<file path="config.mk">
export PLATFORM = sky130hd
export DESIGN_NAME = coreSeq_flat
export DESIGN_NICKNAME = d
export VERILOG_FILES = /design/src/thorPkg.sv /design/src/thorIf.sv /design/src/coreSeq.sv /design/src/flat_wrapper.sv
export SDC_FILE = /design/constraint.sdc
export NUM_CORES = 1
export LEC_CHECK = 0
export CAP_MARGIN = 20
export CORE_AREA = 2 2 39 41
export CTS_CLUSTER_DIAMETER = 40
export CTS_CLUSTER_SIZE = 40
export DETAILED_ROUTE_END_ITERATION = 8
export DIE_AREA = 0 0 41 43
export DONT_BUFFER_PORTS = 1
export GPL_ROUTABILITY_DRIVEN = 0
export PLACE_DENSITY = 0.3
export SLEW_MARGIN = 10
export SYNTH_ARGS = -nofsm -noshare
export SYNTH_HDL_FRONTEND = slang
export SYNTH_SLANG_ARGS = --single-unit
</file>
<file path="constraint.sdc">
create_clock -name clk_g -period 1.1 [get_ports clk_g]
set_input_delay 0.22 -clock clk_g [delete_from_list [all_inputs] [get_ports clk_g]]
set_output_delay 0.22 -clock clk_g [all_outputs]
set_load 0.05 [all_outputs]
</file>
<file path="src/thorPkg.sv">
// ============================================================
// Shared widths, types and encodings of the execute core
// Opcode and function values are this core's own encoding
// Unknown opcode or function values yield a zero result
// ============================================================

package thorPkg;

	// Widths
	localparam int ValueWidth = 64;
	localparam int InsnWidth = 32;
	localparam int RegNoWidth = 6;
	localparam int ImmWidth = 14;
	localparam int NumRegs = 64;

	typedef logic [ValueWidth-1:0] value_t;
	typedef logic [2*ValueWidth-1:0] prod_t;
	typedef logic [InsnWidth-1:0] insn_t;
	typedef logic [RegNoWidth-1:0] regNo_t;
	typedef logic [ImmWidth-1:0] imm_t;

	// Major opcode in bits 5..0
	typedef enum logic [5:0] {
		R2 = 6'h02,
		ADDI = 6'h04,
		MULI = 6'h06,
		ANDI = 6'h08,
		ORI = 6'h09,
		XORI = 6'h0A,
		SLTI = 6'h0C,
		SLTUI = 6'h0D
	} opcode_e;

	// R2 function in bits 29..24
	typedef enum logic [5:0] {
		ADD = 6'h04,
		SUB = 6'h05,
		AND = 6'h08,
		OR = 6'h09,
		XOR = 6'h0A,
		MUL = 6'h10,
		MULU = 6'h14,
		MULH = 6'h18
	} func_e;

	// Sequencer states
	typedef enum logic [2:0] {
		RESTART1 = 3'd0,
		RESTART2 = 3'd1,
		RUN = 3'd2,
		MUL1 = 3'd3,
		MULWAIT = 3'd4,
		MULDONE = 3'd5
	} seqState_e;

endpackage

</file>
<file path="src/thorIf.sv">
// ============================================================
// Execute and writeback stage buses
// xRes flows back from the execute unit for bypassing
// ============================================================

`timescale 1ns/1ps

// Execute stage registers and the combinational result
interface exBus;
	import thorPkg::*;

	logic xValid;
	regNo_t xRt;
	value_t xA;
	value_t xB;
	value_t xImm;
	opcode_e xOp;
	func_e xFunc;
	logic xIsMul;
	value_t xRes;

	modport producer (output xValid, xRt, xA, xB, xImm, xOp, xFunc, xIsMul, input xRes);
	modport consumer (input xValid, xRt, xA, xB, xImm, xOp, xFunc, xIsMul, output xRes);
	modport seq (input xValid, xIsMul);
endinterface


</file>
<file path="src/coreSeq.sv">
// ============================================================
// Restart and multiply sequencer, sole source of the stall
// busy is low in reset, high for the two restart cycles
// busy drops in MULDONE, one cycle before the product shows
// ============================================================

`timescale 1ns/1ps

module coreSeq (
	input logic clk_g,
	input logic rst_i,
	exBus.seq ex,
	input logic timerDone_i,
	output logic timerLoad_o,
	output logic mulStart_o,
	output logic mulDone_o,
	output logic hold_o,
	output logic busy_o
);
	import thorPkg::*;

	seqState_e state;
	seqState_e nextState;
	logic mulInEx;
	logic stall;

	assign mulInEx = ex.xValid && ex.xIsMul;

	// ============================================================
	// State machine
	// ============================================================
	always_comb begin
		nextState = state;
		case (state)
			RESTART1: nextState = RESTART2;
			RESTART2: nextState = RUN;
			RUN: if (mulInEx) nextState = MUL1;
			MUL1: nextState = MULWAIT;
			MULWAIT: if (timerDone_i) nextState = MULDONE;
			MULDONE: nextState = RUN;
			default: nextState = RESTART1;
		endcase
	end

	always_ff @(posedge clk_g) begin
		if (rst_i)
			state <= RESTART1;
		else
			state <= nextState;
	end

	// Operands latch and timer starts together
	assign mulStart_o = (state == MUL1);
	assign timerLoad_o = (state == MUL1);
	assign mulDone_o = (state == MULDONE);

	// MULDONE lets the next instruction in while the product moves to writeback
	assign stall = (state == RESTART1) || (state == RESTART2)
		|| (state == MUL1) || (state == MULWAIT)
		|| ((state == RUN) && mulInEx);

	assign hold_o = stall;
	// Top level outputs stay low while reset is held
	assign busy_o = stall && !rst_i;

	// ============================================================
	// Checks
	// ============================================================
	assert property (@(posedge clk_g) disable iff (rst_i)
		$onehot0({mulStart_o, mulDone_o}))
		else $error("mulStart and mulDone together");

	// Timer only finishes while a multiply is waiting on it
	assert property (@(posedge clk_g) disable iff (rst_i)
		timerDone_i |-> (state == MULWAIT))
		else $error("timer done outside MULWAIT");

endmodule

</file>
<file path="src/flat_wrapper.sv">
// flat-port wrapper written by rule: the top's interface ports become plain ports
module coreSeq_flat import thorPkg::*;
  (clk_g, rst_i, timerDone_i, timerLoad_o, mulStart_o, mulDone_o, hold_o, busy_o, ex_xValid, ex_xIsMul);
  exBus ex_i ();
  input logic clk_g;
  input logic rst_i;
  input logic timerDone_i;
  output logic timerLoad_o;
  output logic mulStart_o;
  output logic mulDone_o;
  output logic hold_o;
  output logic busy_o;
  input wire logic [$bits(ex_i.xValid)-1:0] ex_xValid;
  input wire logic [$bits(ex_i.xIsMul)-1:0] ex_xIsMul;
  assign ex_i.xValid = ex_xValid;
  assign ex_i.xIsMul = ex_xIsMul;
  coreSeq u_core (.clk_g(clk_g), .rst_i(rst_i), .ex(ex_i), .timerDone_i(timerDone_i), .timerLoad_o(timerLoad_o), .mulStart_o(mulStart_o), .mulDone_o(mulDone_o), .hold_o(hold_o), .busy_o(busy_o));
endmodule
</file>
==> impl_metrics.ini <==
[clocking]
clockBufferDepth = 2
numClockSinks = 3
cts_tree = built
insertion_delay_ns = 0.23
root_buffer = clkbuf_4
cts_buffers = 3
cts_max_level = 1
cts.clk_slew.worst_paths_ns = 0.04
cts_hold_buf = 0

[die]
fp.dieH_um = 43
die_x_um = 41
core_um2 = 1380
pin_count = 10
rows = 14
start_util = 0.135
die_area_um2 = 1760

[synth]
syn_nets = 23
yosys_warnings = 0
syn_inst = 18
synth_top_area_cell = dfxtp_1
synth_area_leaders = dfxtp_1 32%, nand3b_4 11%, a2111oi_2 8.1%
yosysTopAreaCellShare = 0.322
synthesis.area_um2 = 186
synth.distinct_cells = 15
ys_ff_latch = 3
syn_avg_cell_area_um2 = 10.4
yosysSeqAreaShare = 0.322

[worst_hold_path]
hold_path.class = input pin to flip-flop

[power]
powerDensity_nw_per_um2 = 1340
ir_worst_vdd_mv = 0.405
total_power_mw = 0.513
p_leak_nw = 0.164

[finish]
fillCellCount = 152
fin_util = 0.276
syn2layout_area_growth_pct = 105
fin_area_um2 = 382
drive_gt1_frac = 0.767
largest_register_ffs = 3
finalNonFillerCells = 46
reg.largest.list = u_core.state (3)
num-nets-final = 36
antennaDiodeCount = 0
regMostFlops = u_core.state

[setup_path]
cp-start-kind = flip-flop
crit_arrival_ns = 1.17
required_ns = 0.88
crit_type = flip-flop to output port
r2r_slack_ns = 0.07
worst-path-max-fanout = 2
end_kind = output port

[global_routing]
grt-ovfl-total = 0
track_usage = 0.0672
grt_pass1_vias = 187
antenna_found_initial = 0
grt_pass1_wl_um = 765
grt_max_degree = 8

[routing]
route.detailed.drc = 0
detail-route-antenna-nets = 0
via_per_inst = 3.93
dr.pass1.iters = 1
dr.first_iter.drc_count = 0
num_vias = 181
finalWirelength_um = 432
wire_per_inst_um = 9.39

[place]
io_buffers = 0
dpl.cell_count = 41
dpl_cell_area_um2 = 333
pre_cts_slack_ns = -0.0589

[timing]
tightest_slew_ns = 0.253
hold_violations = 0
fin_skew_ns = 0.000130
holdWs_ns = 0.0415
fin_crit_ns = 1.39
setup_tns_ns = -1.14
max_slew_margin = 0.831
max_clock_freq_ghz = 0.722
fin_crit_sh = 1.26
fin_ws_ns = -0.285
slew_violations = 0
rsz0062_at_grt = true
setup_violations = 5

[outcome]
status = complete, but fails checks
violations = negative setup slack

[job]
max_cap_violations = 0
==> Yosys cell counts <==
master	number
dfxtp_1	3
nand2_1	2
a2111oi_2	1
a21oi_1	1
a21oi_2	1
and3b_1	1
buf_4	1
mux2_1	1
nand2b_1	1
nand3b_4	1
nor2_1	1
nor2b_1	1
nor3b_1	1
o21ba_1	1
or3b_1	1
==> placed cells by master (no fill, tap or decap), drive strengths merged <==
cell type  count
nor2b          1
nand2          2
nor3b          1
buf            9
dfxtp          3
a21oi          2
or3b           1
nand3b         1
o21ba          1
and3b          1
a2111oi        1
nand2b         1
nor2           1
mux2           1
clkbuf         4
==> worst max-delay path, stage by stage (launching register included) <==
cell     delay (ns)
dfxtp_2        0.33
mux2_4         0.31
a21oi_4        0.14
buf_12         0.15
==> routing by layer <==
layer	share of wire	routed length [um]	track usage	vias to the layer above
li1	-	-	-	88
met1	0.35	153	0.0705	87
met2	0.56	243	0.0938	6
met3	0.083	36	0.0314	0
met4	0	0	0.0600	0
met5	0	0	0	-
==> report_power, final <==
part | internal, mW | switching [mW] | total (mW) | leakage [nW]
combinational | 0.0943 | 0.0930 | 0.187 | 0.123
sequential | 0.123 | 0.0104 | 0.133 | 0.0258
clock | 0.136 | 0.0564 | 0.192 | 0.0150
total | 0.353 | 0.160 | 0.513 | 0.164
==> layout make-up <==
cell class	count	area (um2)	area share
repair buffers	9	118	0.308
well taps	16	20.0	0.0525
multi-input cells	14	154	0.403
clock buffers	4	26.3	0.0689
flip-flops and latches	3	63.8	0.167
==> cells by family after synthesis <==
| group | synth area share |
|---|---|
| and+or+nand+nor | 0.369 |
| AOI/OAI and AO/OA | 0.208 |
| DFF | 0.322 |
| muxes | 0.0604 |
| buffers and inverters | 0.0403 |
==> repair_timing <==
item,CTS,global route
gates resized for setup,3,0
setup buffers,1,0
setup endpoints to repair,5,5
pin swaps,2,0
==> final timing paths <==
kind                                              startpoint                           end  cells past startpoint
worst min register to register  u_core.state[1]$_SDFFE_PP0P_  u_core.state[0]$_SDFFE_PP0P_                      2
worst max-delay path            u_core.state[0]$_SDFFE_PP0P_                        busy_o                      3
worst max register to register  u_core.state[2]$_SDFFE_PP0P_  u_core.state[0]$_SDFFE_PP0P_                      2
worst min-delay path                                   rst_i  u_core.state[1]$_SDFFE_PP0P_                      1
Note: power is estimated with default switching activity, not from simulation.
