`config.mk`:
```
export PLATFORM = sky130hd
export DESIGN_NAME = operandStage_flat
export DESIGN_NICKNAME = d
export VERILOG_FILES = /design/src/thorPkg.sv /design/src/thorIf.sv /design/src/operandStage.sv /design/src/flat_wrapper.sv
export SDC_FILE = /design/constraint.sdc
export NUM_CORES = 2
export LEC_CHECK = 0
export ABC_CLOCK_PERIOD_IN_PS = 5800
export BUFFER_PORTS_ARGS = -buffer_cell sky130_fd_sc_hd__buf_2
export CAP_MARGIN = 20
export CORE_MARGIN = 2
export CORE_UTILIZATION = 35
export DETAILED_ROUTE_END_ITERATION = 7
export PLACE_DENSITY_LB_ADDON = 0.25
export SETUP_SLACK_MARGIN = 0.4
export SYNTH_ARGS = -nofsm -noshare
export SYNTH_HDL_FRONTEND = slang
export SYNTH_SLANG_ARGS = --single-unit
```
`constraint.sdc`:
```
create_clock -name clk_g -period 5.8 [get_ports clk_g]
set_input_delay 0 -clock clk_g [delete_from_list [all_inputs] [get_ports clk_g]]
set_output_delay 0 -clock clk_g [all_outputs]
set_load 0.01 [all_outputs]
```
`src/thorPkg.sv`:
```
// ============================================================
// Shared widths, types and encodings of the execute core
// Opcode and function values are this core's own encoding
// Unknown opcode or function values yield a zero result
// ============================================================

package thorPkg;

	// Widths
	localparam int ValueWidth = 64;
	localparam int InsnWidth = 32;
	localparam int RegNoWidth = 6;
	localparam int ImmWidth = 14;
	localparam int NumRegs = 64;

	typedef logic [ValueWidth-1:0] value_t;
	typedef logic [2*ValueWidth-1:0] prod_t;
	typedef logic [InsnWidth-1:0] insn_t;
	typedef logic [RegNoWidth-1:0] regNo_t;
	typedef logic [ImmWidth-1:0] imm_t;

	// Major opcode in bits 5..0
	typedef enum logic [5:0] {
		R2 = 6'h02,
		ADDI = 6'h04,
		MULI = 6'h06,
		ANDI = 6'h08,
		ORI = 6'h09,
		XORI = 6'h0A,
		SLTI = 6'h0C,
		SLTUI = 6'h0D
	} opcode_e;

	// R2 function in bits 29..24
	typedef enum logic [5:0] {
		ADD = 6'h04,
		SUB = 6'h05,
		AND = 6'h08,
		OR = 6'h09,
		XOR = 6'h0A,
		MUL = 6'h10,
		MULU = 6'h14,
		MULH = 6'h18
	} func_e;

	// Sequencer states
	typedef enum logic [2:0] {
		RESTART1 = 3'd0,
		RESTART2 = 3'd1,
		RUN = 3'd2,
		MUL1 = 3'd3,
		MULWAIT = 3'd4,
		MULDONE = 3'd5
	} seqState_e;

endpackage

```
`src/thorIf.sv`:
```
// ============================================================
// Execute and writeback stage buses
// xRes flows back from the execute unit for bypassing
// ============================================================

`timescale 1ns/1ps

// Execute stage registers and the combinational result
interface exBus;
	import thorPkg::*;

	logic xValid;
	regNo_t xRt;
	value_t xA;
	value_t xB;
	value_t xImm;
	opcode_e xOp;
	func_e xFunc;
	logic xIsMul;
	value_t xRes;

	modport producer (output xValid, xRt, xA, xB, xImm, xOp, xFunc, xIsMul, input xRes);
	modport consumer (input xValid, xRt, xA, xB, xImm, xOp, xFunc, xIsMul, output xRes);
	modport seq (input xValid, xIsMul);
endinterface

// Writeback stage registers
interface wbBus;
	import thorPkg::*;

	logic wValid;
	regNo_t wRt;
	value_t wRes;

	modport producer (output wValid, wRt, wRes);
	modport consumer (input wValid, wRt, wRes);
endinterface

```
`src/operandStage.sv`:
```
// ============================================================
// Decode, register file, operand bypass and execute registers
// Register 0 reads as zero only for ADDI, otherwise it is stored
// Bypass order is execute result, writeback result, file
// ============================================================

`timescale 1ns/1ps

module operandStage (
	input logic clk_g,
	input logic rst_i,
	input logic insnValid_i,
	input thorPkg::insn_t insn_i,
	input logic hold_i,
	exBus.producer ex,
	wbBus.consumer wb
);
	import thorPkg::*;

	value_t regFile [NumRegs];
	opcode_e opcode;
	func_e func;
	regNo_t rt;
	regNo_t src [2];
	imm_t imm;
	value_t immExt;
	value_t opnd [2];
	logic isMul;

	// ============================================================
	// Field decode
	// ============================================================
	assign opcode = opcode_e'(insn_i[5:0]);
	assign rt = insn_i[11:6];
	assign src[0] = insn_i[17:12];
	assign src[1] = insn_i[23:18];
	assign func = func_e'(insn_i[29:24]);
	assign imm = insn_i[31:18];
	assign immExt = {{(ValueWidth-ImmWidth){imm[ImmWidth-1]}}, imm};

	assign isMul = (opcode == MULI)
		|| ((opcode == R2) && ((func == MUL) || (func == MULU) || (func == MULH)));

	// Operand fetch with bypass
	always_comb begin
		for (int i = 0; i < 2; i++) begin
			if (ex.xValid && (src[i] == ex.xRt))
				opnd[i] = ex.xRes;
			else if (wb.wValid && (src[i] == wb.wRt))
				opnd[i] = wb.wRes;
			else
				opnd[i] = regFile[src[i]];
		end
		// Load immediate form
		if ((opcode == ADDI) && (src[0] == '0))
			opnd[0] = '0;
	end

	// Register file write from writeback
	always_ff @(posedge clk_g) begin
		if (wb.wValid)
			regFile[wb.wRt] <= wb.wRes;
	end

	// ============================================================
	// Execute stage registers
	// ============================================================
	always_ff @(posedge clk_g) begin
		if (rst_i)
			ex.xValid <= 1'b0;
		else if (!hold_i)
			ex.xValid <= insnValid_i;
	end

	always_ff @(posedge clk_g) begin
		if (!hold_i) begin
			ex.xRt <= rt;
			ex.xA <= opnd[0];
			ex.xB <= opnd[1];
			ex.xImm <= immExt;
			ex.xOp <= opcode;
			ex.xFunc <= func;
			ex.xIsMul <= isMul;
		end
	end

endmodule

```
`src/flat_wrapper.sv`:
```
// flat-port wrapper written by rule: the top's interface ports become plain ports
module operandStage_flat import thorPkg::*;
  (clk_g, rst_i, insnValid_i, insn_i, hold_i, ex_xValid, ex_xRt, ex_xA, ex_xB, ex_xImm, ex_xOp, ex_xFunc, ex_xIsMul, ex_xRes, wb_wValid, wb_wRt, wb_wRes);
  exBus ex_i ();
  wbBus wb_i ();
  input logic clk_g;
  input logic rst_i;
  input logic insnValid_i;
  input thorPkg::insn_t insn_i;
  input logic hold_i;
  output wire logic [$bits(ex_i.xValid)-1:0] ex_xValid;
  output wire logic [$bits(ex_i.xRt)-1:0] ex_xRt;
  output wire logic [$bits(ex_i.xA)-1:0] ex_xA;
  output wire logic [$bits(ex_i.xB)-1:0] ex_xB;
  output wire logic [$bits(ex_i.xImm)-1:0] ex_xImm;
  output wire logic [$bits(ex_i.xOp)-1:0] ex_xOp;
  output wire logic [$bits(ex_i.xFunc)-1:0] ex_xFunc;
  output wire logic [$bits(ex_i.xIsMul)-1:0] ex_xIsMul;
  input wire logic [$bits(ex_i.xRes)-1:0] ex_xRes;
  input wire logic [$bits(wb_i.wValid)-1:0] wb_wValid;
  input wire logic [$bits(wb_i.wRt)-1:0] wb_wRt;
  input wire logic [$bits(wb_i.wRes)-1:0] wb_wRes;
  assign ex_xValid = ex_i.xValid;
  assign ex_xRt = ex_i.xRt;
  assign ex_xA = ex_i.xA;
  assign ex_xB = ex_i.xB;
  assign ex_xImm = ex_i.xImm;
  assign ex_xOp = ex_i.xOp;
  assign ex_xFunc = ex_i.xFunc;
  assign ex_xIsMul = ex_i.xIsMul;
  assign ex_i.xRes = ex_xRes;
  assign wb_i.wValid = wb_wValid;
  assign wb_i.wRt = wb_wRt;
  assign wb_i.wRes = wb_wRes;
  operandStage u_core (.clk_g(clk_g), .rst_i(rst_i), .insnValid_i(insnValid_i), .insn_i(insn_i), .hold_i(hold_i), .ex(ex_i), .wb(wb_i));
endmodule
```
==> flow_metrics.tcl <==
set metrics [dict create \
    status "finished clean" \
    synthTopCellsByArea "edfxtp_1 (65%), mux4_2 (19%), mux2i_1 (5.9%)" \
    holdBufCountCts 273 \
    synth_commonest_cells "edfxtp_1 (4,251), mux4_2 (1,666), mux2i_1 (1,160)" \
    max-cap-violations 0 \
    fin_crit_sh_pct 76.61 \
    initial_core_util_pct 35.13 \
    setup_tns_ns 0 \
    numClockSinks 4252 \
    rows 275 \
    rsz0062_at_grt "false" \
    antenna_found_initial 101 \
    die_h_um 754.3 \
    pre_cts_slack_ns 1.844 \
    synth_edf_count 4251 \
    synth_cells 10383 \
    yosysUniqueCellTypes 66 \
    clockRootBuffer "clkbuf_16" \
    p_per_area_nw_per_um2 304.1 \
    cp-end-kind "register" \
    vias 127672 \
    gp_congestion 0.8805 \
    critPathMaxFanout 33 \
    grt_pass1_wl_um 1099000 \
    ctsResizeCount 0 \
    dr.first_iter.drc_count 23660 \
    setup_viol 0 \
    worst_pin_slew_ns 1.274 \
    drt.antenna.violating_nets 0 \
    p_leak_nw 72.74 \
    synth.most_common_cell "edfxtp_1" \
    h-tree-depth 5 \
    synth-seq-cells 4252 \
    path_class "register to register" \
    place_area_sq_um 209700 \
    area_growth_pct 14.97 \
    yosysSeqAreaShare_pct 64.81 \
    yosysTopAreaCell "edfxtp_1" \
    cp-start-kind "register" \
    syn_nets 10554 \
    worst_ep_arrival_time_ns 5.26 \
    synth_top_area_share_pct 64.80 \
    portBuffers 382 \
    clk_pin_slew_ns 0.07 \
    grt_usage_pct 28.18 \
    die_width_um 754.3 \
    routed_wl_um 828600 \
    hp-class "primary input to register" \
    worst_clock_skew_ns 0.07446 \
    layout_min_cycle_time_ns 4.443 \
    postCtsSetupRepairBufs 0 \
    dr.pass1.iters 6 \
    cts_buffers 436 \
    cp.required_ns 6.62 \
    drive_above_1_share_pct 29.31 \
    async_reset_ff_share_pct 0 \
    maxSlewViolCount 0 \
    stdcell_area_sq_um 226500 \
    hold_viol_final 0 \
    avgViaCountPerCell 6.734 \
    dp_hpwl_um 478800 \
    slew_headroom_pct 14.87 \
    ir_drop_v 0.0002431 \
    core_sq_um 560900 \
    fmax_ghz 0.2251 \
    grt-ovfl-total 0 \
    cts_buffer_depth 4 \
    drc 0 \
    r2r_slack_ns 1.36 \
    die_area_sq_um 568900 \
    synth-main-ff-cell "edfxtp_1" \
    cts_tree "done" \
    fin_nets 11225 \
    ys_warn_count 0 \
    syn_area_per_cell_sq_um 18.97 \
    grt_max_degree 99 \
    grt_pass1_vias 123248 \
    power_mw 68.88 \
    setup_slack_ns 1.357 \
    netlist_area_sq_um 197000 \
    fill_cells 49731 \
    wire_per_inst_um 43.71 \
    clk_latency_ns 1.07 \
    ios 383 \
]
==> worst max-delay path, stage by stage (launching register included) <==
cell,delay (ns)
edfxtp_1,0.47
xnor2_1,0.16
nand4_1,0.21
or2_4,0.74
nand2_4,0.82
buf_4,0.61
o221ai_1,0.25
a21oi_1,0.11
dlygate4sd3_1,0.62
==> metrics by stage <==
step	std cells	util, %	hold WS, ns
after floorplan	10383	-	0.07238
after global placement	17804	37.35	0.1798
after detailed placement	17812	37.38	0.1781
after CTS	18890	40.33	0.0003425
after global routing	18913	40.37	0.04160
final	18959	40.39	0.05659
==> worst paths after layout <==
path / start / to / cells past startpoint
min reg2reg: u_core.regFile[7][32] / u_core.ex.xA[32] / 6
max reg2reg: u_core.ex.xRt[4] / u_core.ex.xA[57] / 8
max: u_core.ex.xRt[4] / u_core.ex.xA[57] / 8
min: insn_i[18] / u_core.ex.xImm[0] / 2
==> area by class of cell <==
| type | instances | area [sq um] | share of cell area [%] |
|---|---|---|---|
| Sequential cell | 4252 | 127700 | 56.37 |
| Multi-Input combinational cell | 5212 | 65280 | 28.82 |
| Clock buffer | 524 | 11330 | 5.000 |
| Timing Repair Buffer | 1145 | 10190 | 4.499 |
| Tap cell | 7479 | 9358 | 4.131 |
| Clock inverter | 281 | 2482 | 1.096 |
| Antenna cell | 59 | 147.6 | 0.06518 |
| Inverter | 7 | 43.79 | 0.01933 |
==> report_power, final <==
part	switching, mW	internal (mW)
combinational	3.92	2.33
sequential	0.328	34.2
clock	12.5	15.6
total	16.8	52.1
==> sequential cells by signal, summed over array words and instances, names as in the netlist <==
name,cells
u_core.regFile,4096
u_core.ex.xA,64
u_core.ex.xB,64
u_core.ex.xImm,9
u_core.ex.xOp,6
u_core.ex.xRt,6
u_core.ex.xFunc,5
u_core.ex.xIsMul,1
u_core.ex.xValid,1
==> per-layer routing <==
metal / track usage, % / vias up / part of all wire, %
met5: 0 / - / 0.034
met4: 13.80 / 44 / 5.6
met3: 8.519 / 2111 / 13
met2: 41.64 / 11038 / 44
met1: 37.93 / 68336 / 37
li1: - / 46143 / -
==> kinds of logic (layout without fill, tap and decap cells) <==
logic type | after synthesis | after routing | synth area share (%)
other | 0 | 59 | 0
and+or+nand+nor | 782 | 782 | 1.878
muxes | 2875 | 2875 | 25.22
buffers and inverters | 919 | 1957 | 2.413
AOI/OAI and AO/OA | 1531 | 1531 | 5.578
DFF | 4252 | 4252 | 64.81
xor gates and xnor gates | 24 | 24 | 0.1067
==> layout by cell type (no fill, tap or decap), types with 12 or more instances in the layout <==
cell	n
a2111oi_0	17
nor2_4	71
xnor2_1	20
buf_2	372
mux4_2	1666
a221o_1	24
buf_12	142
a31oi_1	66
a2111oi_2	30
bufinv_16	38
nand2_1	173
clkbuf_1	84
nor2_1	149
diode_2	59
clkbuf_16	440
nor2b_1	103
dlygate4sd3_1	278
o211ai_1	26
o21ai_0	89
nand3_1	190
a22oi_1	369
o22ai_1	67
a221oi_1	154
clkinv_2	101
inv_6	12
mux2_2	49
buf_4	347
o221ai_1	93
a21oi_1	351
edfxtp_1	4251
a22o_1	67
clkinv_1	102
and3_1	21
mux2i_1	1160
a211o_1	20
a211oi_1	116
clkinvlp_4	18
(Power assumes the default switching activity.)
