[src/mulTimer.sv]
// ============================================================
// Multiplier latency timer
// done pulses exactly MulLatency cycles after load
// ============================================================

`timescale 1ns/1ps

module mulTimer #(
	parameter int MulLatency = 4
) (
	input logic clk_g,
	input logic rst_i,
	input logic load_i,
	output logic done_o
);
	localparam int CntWidth = $clog2(MulLatency + 1);

	logic [CntWidth-1:0] count;

	always_ff @(posedge clk_g) begin
		if (rst_i) begin
			count <= '0;
			done_o <= 1'b0;
		end else begin
			// Pulse on the step from one to zero
			done_o <= (count == CntWidth'(1));
			if (load_i)
				count <= CntWidth'(MulLatency);
			else if (count != '0)
				count <= count - 1'b1;
		end
	end

	assert property (@(posedge clk_g) disable iff (rst_i) load_i |-> (count == '0))
		else $error("timer reloaded while running");

endmodule

[config.mk]
export PLATFORM = sky130hd
export DESIGN_NAME = mulTimer
export DESIGN_NICKNAME = d
export VERILOG_FILES = /design/src/mulTimer.sv
export SDC_FILE = /design/constraint.sdc
export NUM_CORES = 1
export LEC_CHECK = 0
export BUFFER_PORTS_ARGS = -buffer_cell sky130_fd_sc_hd__buf_4
export CAP_MARGIN = 0
export CORE_AREA = 2 2 39 41
export CTS_CLUSTER_SIZE = 25
export DETAILED_ROUTE_END_ITERATION = 16
export DIE_AREA = 0 0 41 43
export PLACE_DENSITY_LB_ADDON = 0.1
export RECOVER_POWER = 100
export REMOVE_ABC_BUFFERS = 1
export SLEW_MARGIN = 20
export SYNTH_ARGS = -nofsm -noshare
export SYNTH_HDL_FRONTEND = slang
export SYNTH_SLANG_ARGS = --single-unit
[constraint.sdc]
create_clock -name clk_g -period 2.45 [get_ports clk_g]
set_input_delay 0.245 -clock clk_g [delete_from_list [all_inputs] [get_ports clk_g]]
set_output_delay 0.245 -clock clk_g [all_outputs]
set_load 0.1 [all_outputs]
==> metrics.txt, run 1 <==
status=complete, no violations; clock root cell=clkbuf_4; antenna violations before repair=0; setup bufs post-CTS=0; Max FO, Critical Path=1; skew final=0.00397 ns; Via Count=148; Post-CTS Hold Buffers=0; Final Hold Viols=0; CTS tree=done; Register Area=80.1 um2; endpoint class of the critical path=output port; cell family with the largest share of critical-path delay=buffers and inverters; Placer Congestion=0.713; clock buffer depth=2; fin crit period=1.62 ns; Final Setup Violations=0; Yosys cell types=11; DRC=0; Starting DRT DRC Count=1; number of synthesized flops with an enable pin=0; die height=43 um; setup TNS=0 ns; Multi-input gate area=108 um2; Reg2Reg Depth=5; top cells by area, synth=dfxtp_1 40%, ha_1 19%, a2111oi_2 7.5%; Worst Tran Pin Value=1.16 ns; Mapped Cells=19; CTS HTree Levels=1; slowest CP cell=clkbuf_1; sequential area share after synthesis=0.400; critical path data arrival time=1.38 ns; WP buf/inv=1; Clk pin slew, worst setup/hold paths=0.04 ns; FF+latch count, synth=4; Synth top area share=0.400; row cnt=14; worst hold path cell count=2; post-synth top area cell=dfxtp_1; Global Route Usage Sum=0.0582; worst path cell trace=clkbuf_1; core area=0.00138 mm2; PwrDens=757 mW/mm2; initial cell density of the core=0.145; Syn. warnings=0; dpl hpwl=296 um; crit share post-route=0.662; total grt overflow=0; Die X=41 um; fmax=0.617 GHz; CTS Sinks=4; DRT Wirelength=365 um; hold_ws=0.207 ns; Boundary Pins=4; Syn Std Cell Area=200 um2; worst hold path type=input port to register; largest net degree at the start of global routing=5; startpoint types=register; Mean Syn Cell Area=10.5 um2; number of global-route vias before repair=130; Top FF cell, synth=dfxtp_1; full die area=0.00176 mm2; RSZ-0062 raised after global routing=no; worst-skew pair later-pin latency=0.23 ns; leakage=0.0992 nW; Post-synth ARST share=0; ant diodes=0; post-DR wirelength/cell=8.90 um; DR vias/cell=3.61; Resized cells post-CTS=0; top-count cell post-synth=dfxtp_1; max-slew violations=0; final net count=33; Worst EP required=2.20 ns; global-route wire length before repair=510 um; Commonest cells post-synth=4 x dfxtp_1, 3 x ha_1, 3 x nor2_1, 2 x inv_1; DRT antenna net count=0; cts bufs inserted=3; Fill cells=154; TritonRoute pass-1 iters=2; R2R Setup Slk=1.20 ns; port bufs=3; Max Cap Viol=0; Layout area overhead=28.1%; Max transition margin=0.232; CP peak stage delay=0.85 ns; WS Path Type=register to output port; worst vdd ir=0.109 mV; fraction of layout cells with a size suffix above 1=0.280; WP depth=1
layout by cell type, fill, tap and decap left out:
cell type  n
nor3_1     1
a211oi_1   1
a2111oi_2  1
nand2b_2   1
ha_1       3
nor2b_1    1
clkbuf_1   1
inv_1      2
dfxtp_1    4
clkbuf_4   3
buf_4      2
xnor2_1    1
nor3b_1    1
nor2_1     3
flip-flops by register name, indices dropped and copies added (netlist names):
name,count
done_o,1
count,3
worst reg2reg max path, stage by stage (launching register included):
cell	delay, ns
dfxtp_1	0.37
inv_1	0.08
ha_1	0.22
nand2b_2	0.10
nor2_1	0.06
a2111oi_2	0.31
where the power goes:
group | internal [W] | switching, W | total (W)
clock | 0.0000546 | 0.0000245 | 0.0000791
sequential | 0.0000710 | 0.00000413 | 0.0000752
combinational | 0.0000171 | 0.0000227 | 0.0000398
total | 0.000143 | 0.0000514 | 0.000194
routing by layer:
layer | up-vias | track usage | wire, um
met5 | - | 0 | 0
met4 | 0 | 0.140 | 19
met3 | 2 | 0.0314 | 22
met2 | 5 | 0.0500 | 154
met1 | 63 | 0.0481 | 169
li1 | 78 | - | -
per-stage QoR:
stage	utilization	instances	total power, W	area [um2]	setup slack [ns]
after floorplan	-	19	0.000110	200	1.29
after global placement	0.175	38	0.000121	243	1.20
after detailed placement	0.175	38	0.000120	243	1.19
after CTS	0.192	41	0.000203	265	1.18
after global routing	0.185	41	0.000210	256	0.776
final	0.185	41	0.000194	256	0.828
area by class of cell:
type                       instances  share of cell area
sequential                         4               0.312
multi-input combinational         13               0.420
inverter                           2              0.0293
timing repair buffer               3              0.0732
clock buffer                       3              0.0878
tap                               16              0.0780
cells by family (layout without fill, tap and decap cells):
group	count (synthesis)	in the layout	synth area share
and+or+nand+nor	7	7	0.219
DFF	4	4	0.400
xor gates and xnor gates	1	1	0.0438
AOI/OAI and AO/OA	2	2	0.112
buffers and inverters	2	8	0.0375
adders and majority gates	3	3	0.188
path summary, 6_finish.rpt:
kind                  from  endpoint
hold reg to reg   count[2]    done_o
hold / removal       rst_i  count[1]
setup reg to reg  count[0]  count[1]
setup / recovery    done_o    done_o
Power figures use the tool's default switching activity.
==> run 2, diff against run 1 <==
==> constraint.sdc (replaced) <==
create_clock -name clk_g -period 1.5 [get_ports clk_g]
set_input_delay 0.15 -clock clk_g [delete_from_list [all_inputs] [get_ports clk_g]]
set_output_delay 0.15 -clock clk_g [all_outputs]
set_load 0.1 [all_outputs]
==> metrics.txt, run 2 (synthesis results as in run 1) <==
CTS tree=done; TritonRoute pass-1 iters=3; Top reg by flops=count; CTS Sinks=4; die height=43 um; startpoint types=register; Starting DRT DRC Count=3; max-slew violations=0; status=complete, no violations; Area after DPL=243 um2; endpoint class of the critical path=register; Global Route Usage Sum=0.0572; row cnt=14; CP peak stage delay=0.36 ns; Resized cells post-CTS=0; worst-skew pair later-pin latency=0.24 ns; Boundary Pins=4; leakage=0.102 nW; Max Cap Viol=0; full die area=0.00176 mm2; core area=0.00138 mm2; cts bufs inserted=3; Seq pwr share=0.389; post-layout instance area=251 um2; Final Hold Viols=0; setup bufs post-CTS=0; global-route wire length before repair=579 um; worst hold path type=input port to register; Max FO, Critical Path=3; PwrDens=1250 mW/mm2; setup TNS=0 ns; fraction of layout cells with a size suffix above 1=0.280; DR vias/cell=3.51; antenna violations before repair=0; commonest non-fill, non-tap cell in the layout=dfxtp_1; Reg2Reg Depth=5; Layout area overhead=25.6%; dpl hpwl=268 um; Largest regs=count x3, done_o x1; cell family with the largest share of critical-path delay=flip-flops; WS Path Type=register to register; DRT antenna net count=0; largest net degree at the start of global routing=5; clock root cell=clkbuf_4; Worst EP required=1.61 ns; wl on met1=123 um; Worst Tran Pin Value=0.538 ns; clock buffer depth=2; Die X=41 um; WP depth=5; R2R Setup Slk=0.23 ns; routed wl met3=25 um; DRC=0; RSZ-0062 raised after global routing=no; Post-CTS Hold Buffers=0; fin crit period=1.27 ns; metal2 WL=152 um; worst path cell trace=inv_1 -> ha_1 -> nand2b_2 -> nor2_1 -> a2111oi_0; port bufs=3; Sw Ratio=0.264; Final Setup Violations=0; ant diodes=0; crit share post-route=0.850; Via Count=144; most frequent cells in the layout=4 x dfxtp_1, 3 x nor2_1, 3 x ha_1, 3 x clkbuf_4; Max transition margin=0.643; Top Layer Used=met4; critical path data arrival time=1.39 ns; fmax=0.784 GHz; power share of the clock group=0.425; number of global-route vias before repair=159; WP buf/inv=1; Clk pin slew, worst setup/hold paths=0.04 ns; skew final=0.00465 ns; slowest CP cell=dfxtp_1; Internal Power=0.000231 W; DRT Wirelength=323 um; CTS HTree Levels=1; Placer Congestion=0.691; total grt overflow=0; share of total power in combinational logic=0.186; sw power=0.0000830 W; initial cell density of the core=0.145; Largest register FFs=3; worst hold path cell count=2; post-DR wirelength/cell=7.88 um; worst vdd ir=0.178 mV; final net count=33
## run 2: cell count changes in the layout (fill, tap and decap cells not counted)
cell       before  now
a2111oi_2       1    0
a2111oi_0       0    1
clkbuf_2        0    1
clkbuf_1        1    0
## run 2: power by group through the flow
stage               clock [W]  sequential (W)  combinational (W)
floorplan                   0        0.000131          0.0000483
global placement            0        0.000125          0.0000710
detailed placement          0        0.000124          0.0000702
CTS                  0.000140        0.000123          0.0000708
global route         0.000152        0.000123          0.0000688
finish               0.000133        0.000122          0.0000584
## run 2: metrics by stage
stage	power, W	hold WS (ns)	instances	setup WS (ns)	util
2_1_floorplan	0.000179	0.219	19	0.340	-
3_3_place_gp	0.000196	0.350	38	0.269	0.175
3_5_place_dp	0.000195	0.353	38	0.260	0.175
4_1_cts	0.000333	0.101	41	0.241	0.192
5_1_grt	0.000344	0.107	41	0.127	0.182
6_report	0.000314	0.0973	41	0.225	0.182
## run 2: final cells by class
cell class,count,area [um2]
Clock buffer,3,22.5
Fill cell,156,1130
Inverter,2,7.51
Multi-Input combinational cell,13,101
Sequential cell,4,80.1
Tap cell,16,20.0
Timing Repair Buffer,3,20.0
## run 2: path summary, 6_finish.rpt
check,from,end
setup reg to reg,count[0],count[1]
hold / removal,load_i,count[0]
setup / recovery,count[0],count[1]
hold reg to reg,count[2],done_o
## run 2: layer usage
metal	track usage	vias to the layer above
met4	0.0800	0
met1	0.0513	61
met2	0.0719	5
met3	0.0314	2
li1	-	76
met5	0	-
## run 2: worst reg2reg max path: cells and delay by family, from the launching register on
family                     cells  cell delay, ns
DFF                            1            0.36
AOI/OAI and AO/OA              1            0.35
adders and majority gates      1            0.22
and+or+nand+nor                2            0.14
buffers and inverters          1            0.08
==> run 3, diff against run 2 <==
==> constraint.sdc (replaced) <==
create_clock -name clk_g -period 1.3 [get_ports clk_g]
set_input_delay 0.13 -clock clk_g [delete_from_list [all_inputs] [get_ports clk_g]]
set_output_delay 0.13 -clock clk_g [all_outputs]
set_load 0.1 [all_outputs]
==> metrics.txt, run 3 (synthesis results as in run 1) <==
endpoint class of the critical path=register; CTS Sinks=4; Worst Min Path Start=load_i; dpl hpwl=310 um; PwrDens=1420 mW/mm2; total power=0.000372 W; ant diodes=0; final net count=34; Post-Place Cells=39; clock buffer depth=2; DRT Wirelength=392 um; die height=43 um; fraction of layout cells with a size suffix above 1=0.308; met3 usage=0.0314; worst vdd ir=0.250 mV; full die area=0.00176 mm2; startpoint types=register; total grt overflow=0; Final Hold Viols=0; Final Setup Violations=0; Placer Congestion=0.714; Post-Place Worst Slack=0.126 ns; Largest register FFs=3; skew final=0.00132 ns; DRC=0; post-route setup slack=0.132 ns; Fill cells=160; met1 usage=0.0673; leakage=0.104 nW; Die X=41 um; CTS HTree Levels=1; global route hottest layer=met4; RSZ-0062 raised after global routing=no; port bufs=3; critical path data arrival time=1.30 ns; Clk pin slew, worst setup/hold paths=0.04 ns; post-layout instance area=262 um2; most frequent cells in the layout=4 x dfxtp_1, 3 x nor2_1, 3 x ha_1, 3 x clkbuf_4; CTS tree=done; GRT met2 Usage=0.0625; number of global-route vias before repair=163; non-filler cells, final=42; TritonRoute pass-1 iters=1; fin crit period=1.17 ns; Via Count=151; DRT antenna net count=0; worst hold path type=input port to register; critical register-to-register path startpoint=count[0]; setup TNS=0 ns; clock root cell=clkbuf_4; WP buf/inv=1; cell family with the largest share of critical-path delay=flip-flops; Starting DRT DRC Count=0; crit share post-route=0.899; Layout area overhead=30.6%; fmax=0.856 GHz; worst-skew pair later-pin latency=0.23 ns; Max transition margin=0.642; Worst Tran Pin Value=0.539 ns; global-route wire length before repair=641 um; Largest regs=count x3, done_o x1; Max FO, Critical Path=3; Max Cap Viol=0; antenna violations before repair=0; post-DR wirelength/cell=9.33 um; core area=0.00138 mm2; initial cell density of the core=0.145; Post-CTS Hold Buffers=0; crit path launch=count[0]; Worst EP required=1.43 ns; max-slew violations=0; setup bufs post-CTS=0; status=complete, no violations; commonest non-fill, non-tap cell in the layout=dfxtp_1; Global Route Usage Sum=0.0682; DR vias/cell=3.60; largest net degree at the start of global routing=5; Resized cells post-CTS=0; CP peak stage delay=0.32 ns; WS Path Type=register to register; Boundary Pins=4; Area after DPL=250 um2; cts bufs inserted=3; slowest CP cell=dfxtp_1; row cnt=14; worst path cell trace=inv_1 -> ha_1 -> nand2b_2 -> nor2_1 -> a2111oi_2; Top reg by flops=count
## run 3: cell count changes in the layout (fill, tap and decap cells not counted)
cell,change
a2111oi_2,+1
clkbuf_1,+1
a2111oi_0,-1
## run 3: final timing paths
kind	slack, ns	cells after the start	endpoint
setup / recovery	0.13	5	count[1]
hold / removal	0.09	2	count[1]
setup reg to reg	0.13	5	count[1]
hold reg to reg	0.46	1	done_o
## run 3: area by class of cell
cell class                      count  area [um2]  share of cell area
Clock buffer                        3        22.5              0.0861
Inverter                            2        7.51              0.0287
Multi-Input combinational cell     13         108               0.411
Sequential cell                     4        80.1               0.306
Tap cell                           16        20.0              0.0766
Timing Repair Buffer                4        23.8              0.0909
## run 3: per-layer routing
| metal | vias up | part of all wire |
|---|---|---|
| met5 | - | 0 |
| met4 | 0 | 0.048 |
| met3 | 2 | 0.087 |
| met2 | 5 | 0.41 |
| met1 | 65 | 0.45 |
| li1 | 79 | - |
## run 3: where the power goes
group	internal (W)	switching (W)	leakage, nW	total [W]
logic	0.0000334	0.0000460	0.0571	0.0000794
clock network	0.000103	0.0000500	0.0138	0.000153
registers	0.000134	0.00000531	0.0329	0.000139
## run 3: metrics by stage
step	utilization	hold slack, ns
final	0.189	0.0911
after global routing	0.189	0.0843
after CTS	0.197	0.0829
after detailed placement	0.181	0.335
after global placement	0.181	0.332
after floorplan	-	0.199
## run 3: worst reg2reg max path, cell delays in order, from the launching register on
cell	delay [ns]
dfxtp_1	0.32
inv_1	0.06
ha_1	0.22
nand2b_2	0.11
nor2_1	0.06
a2111oi_2	0.31
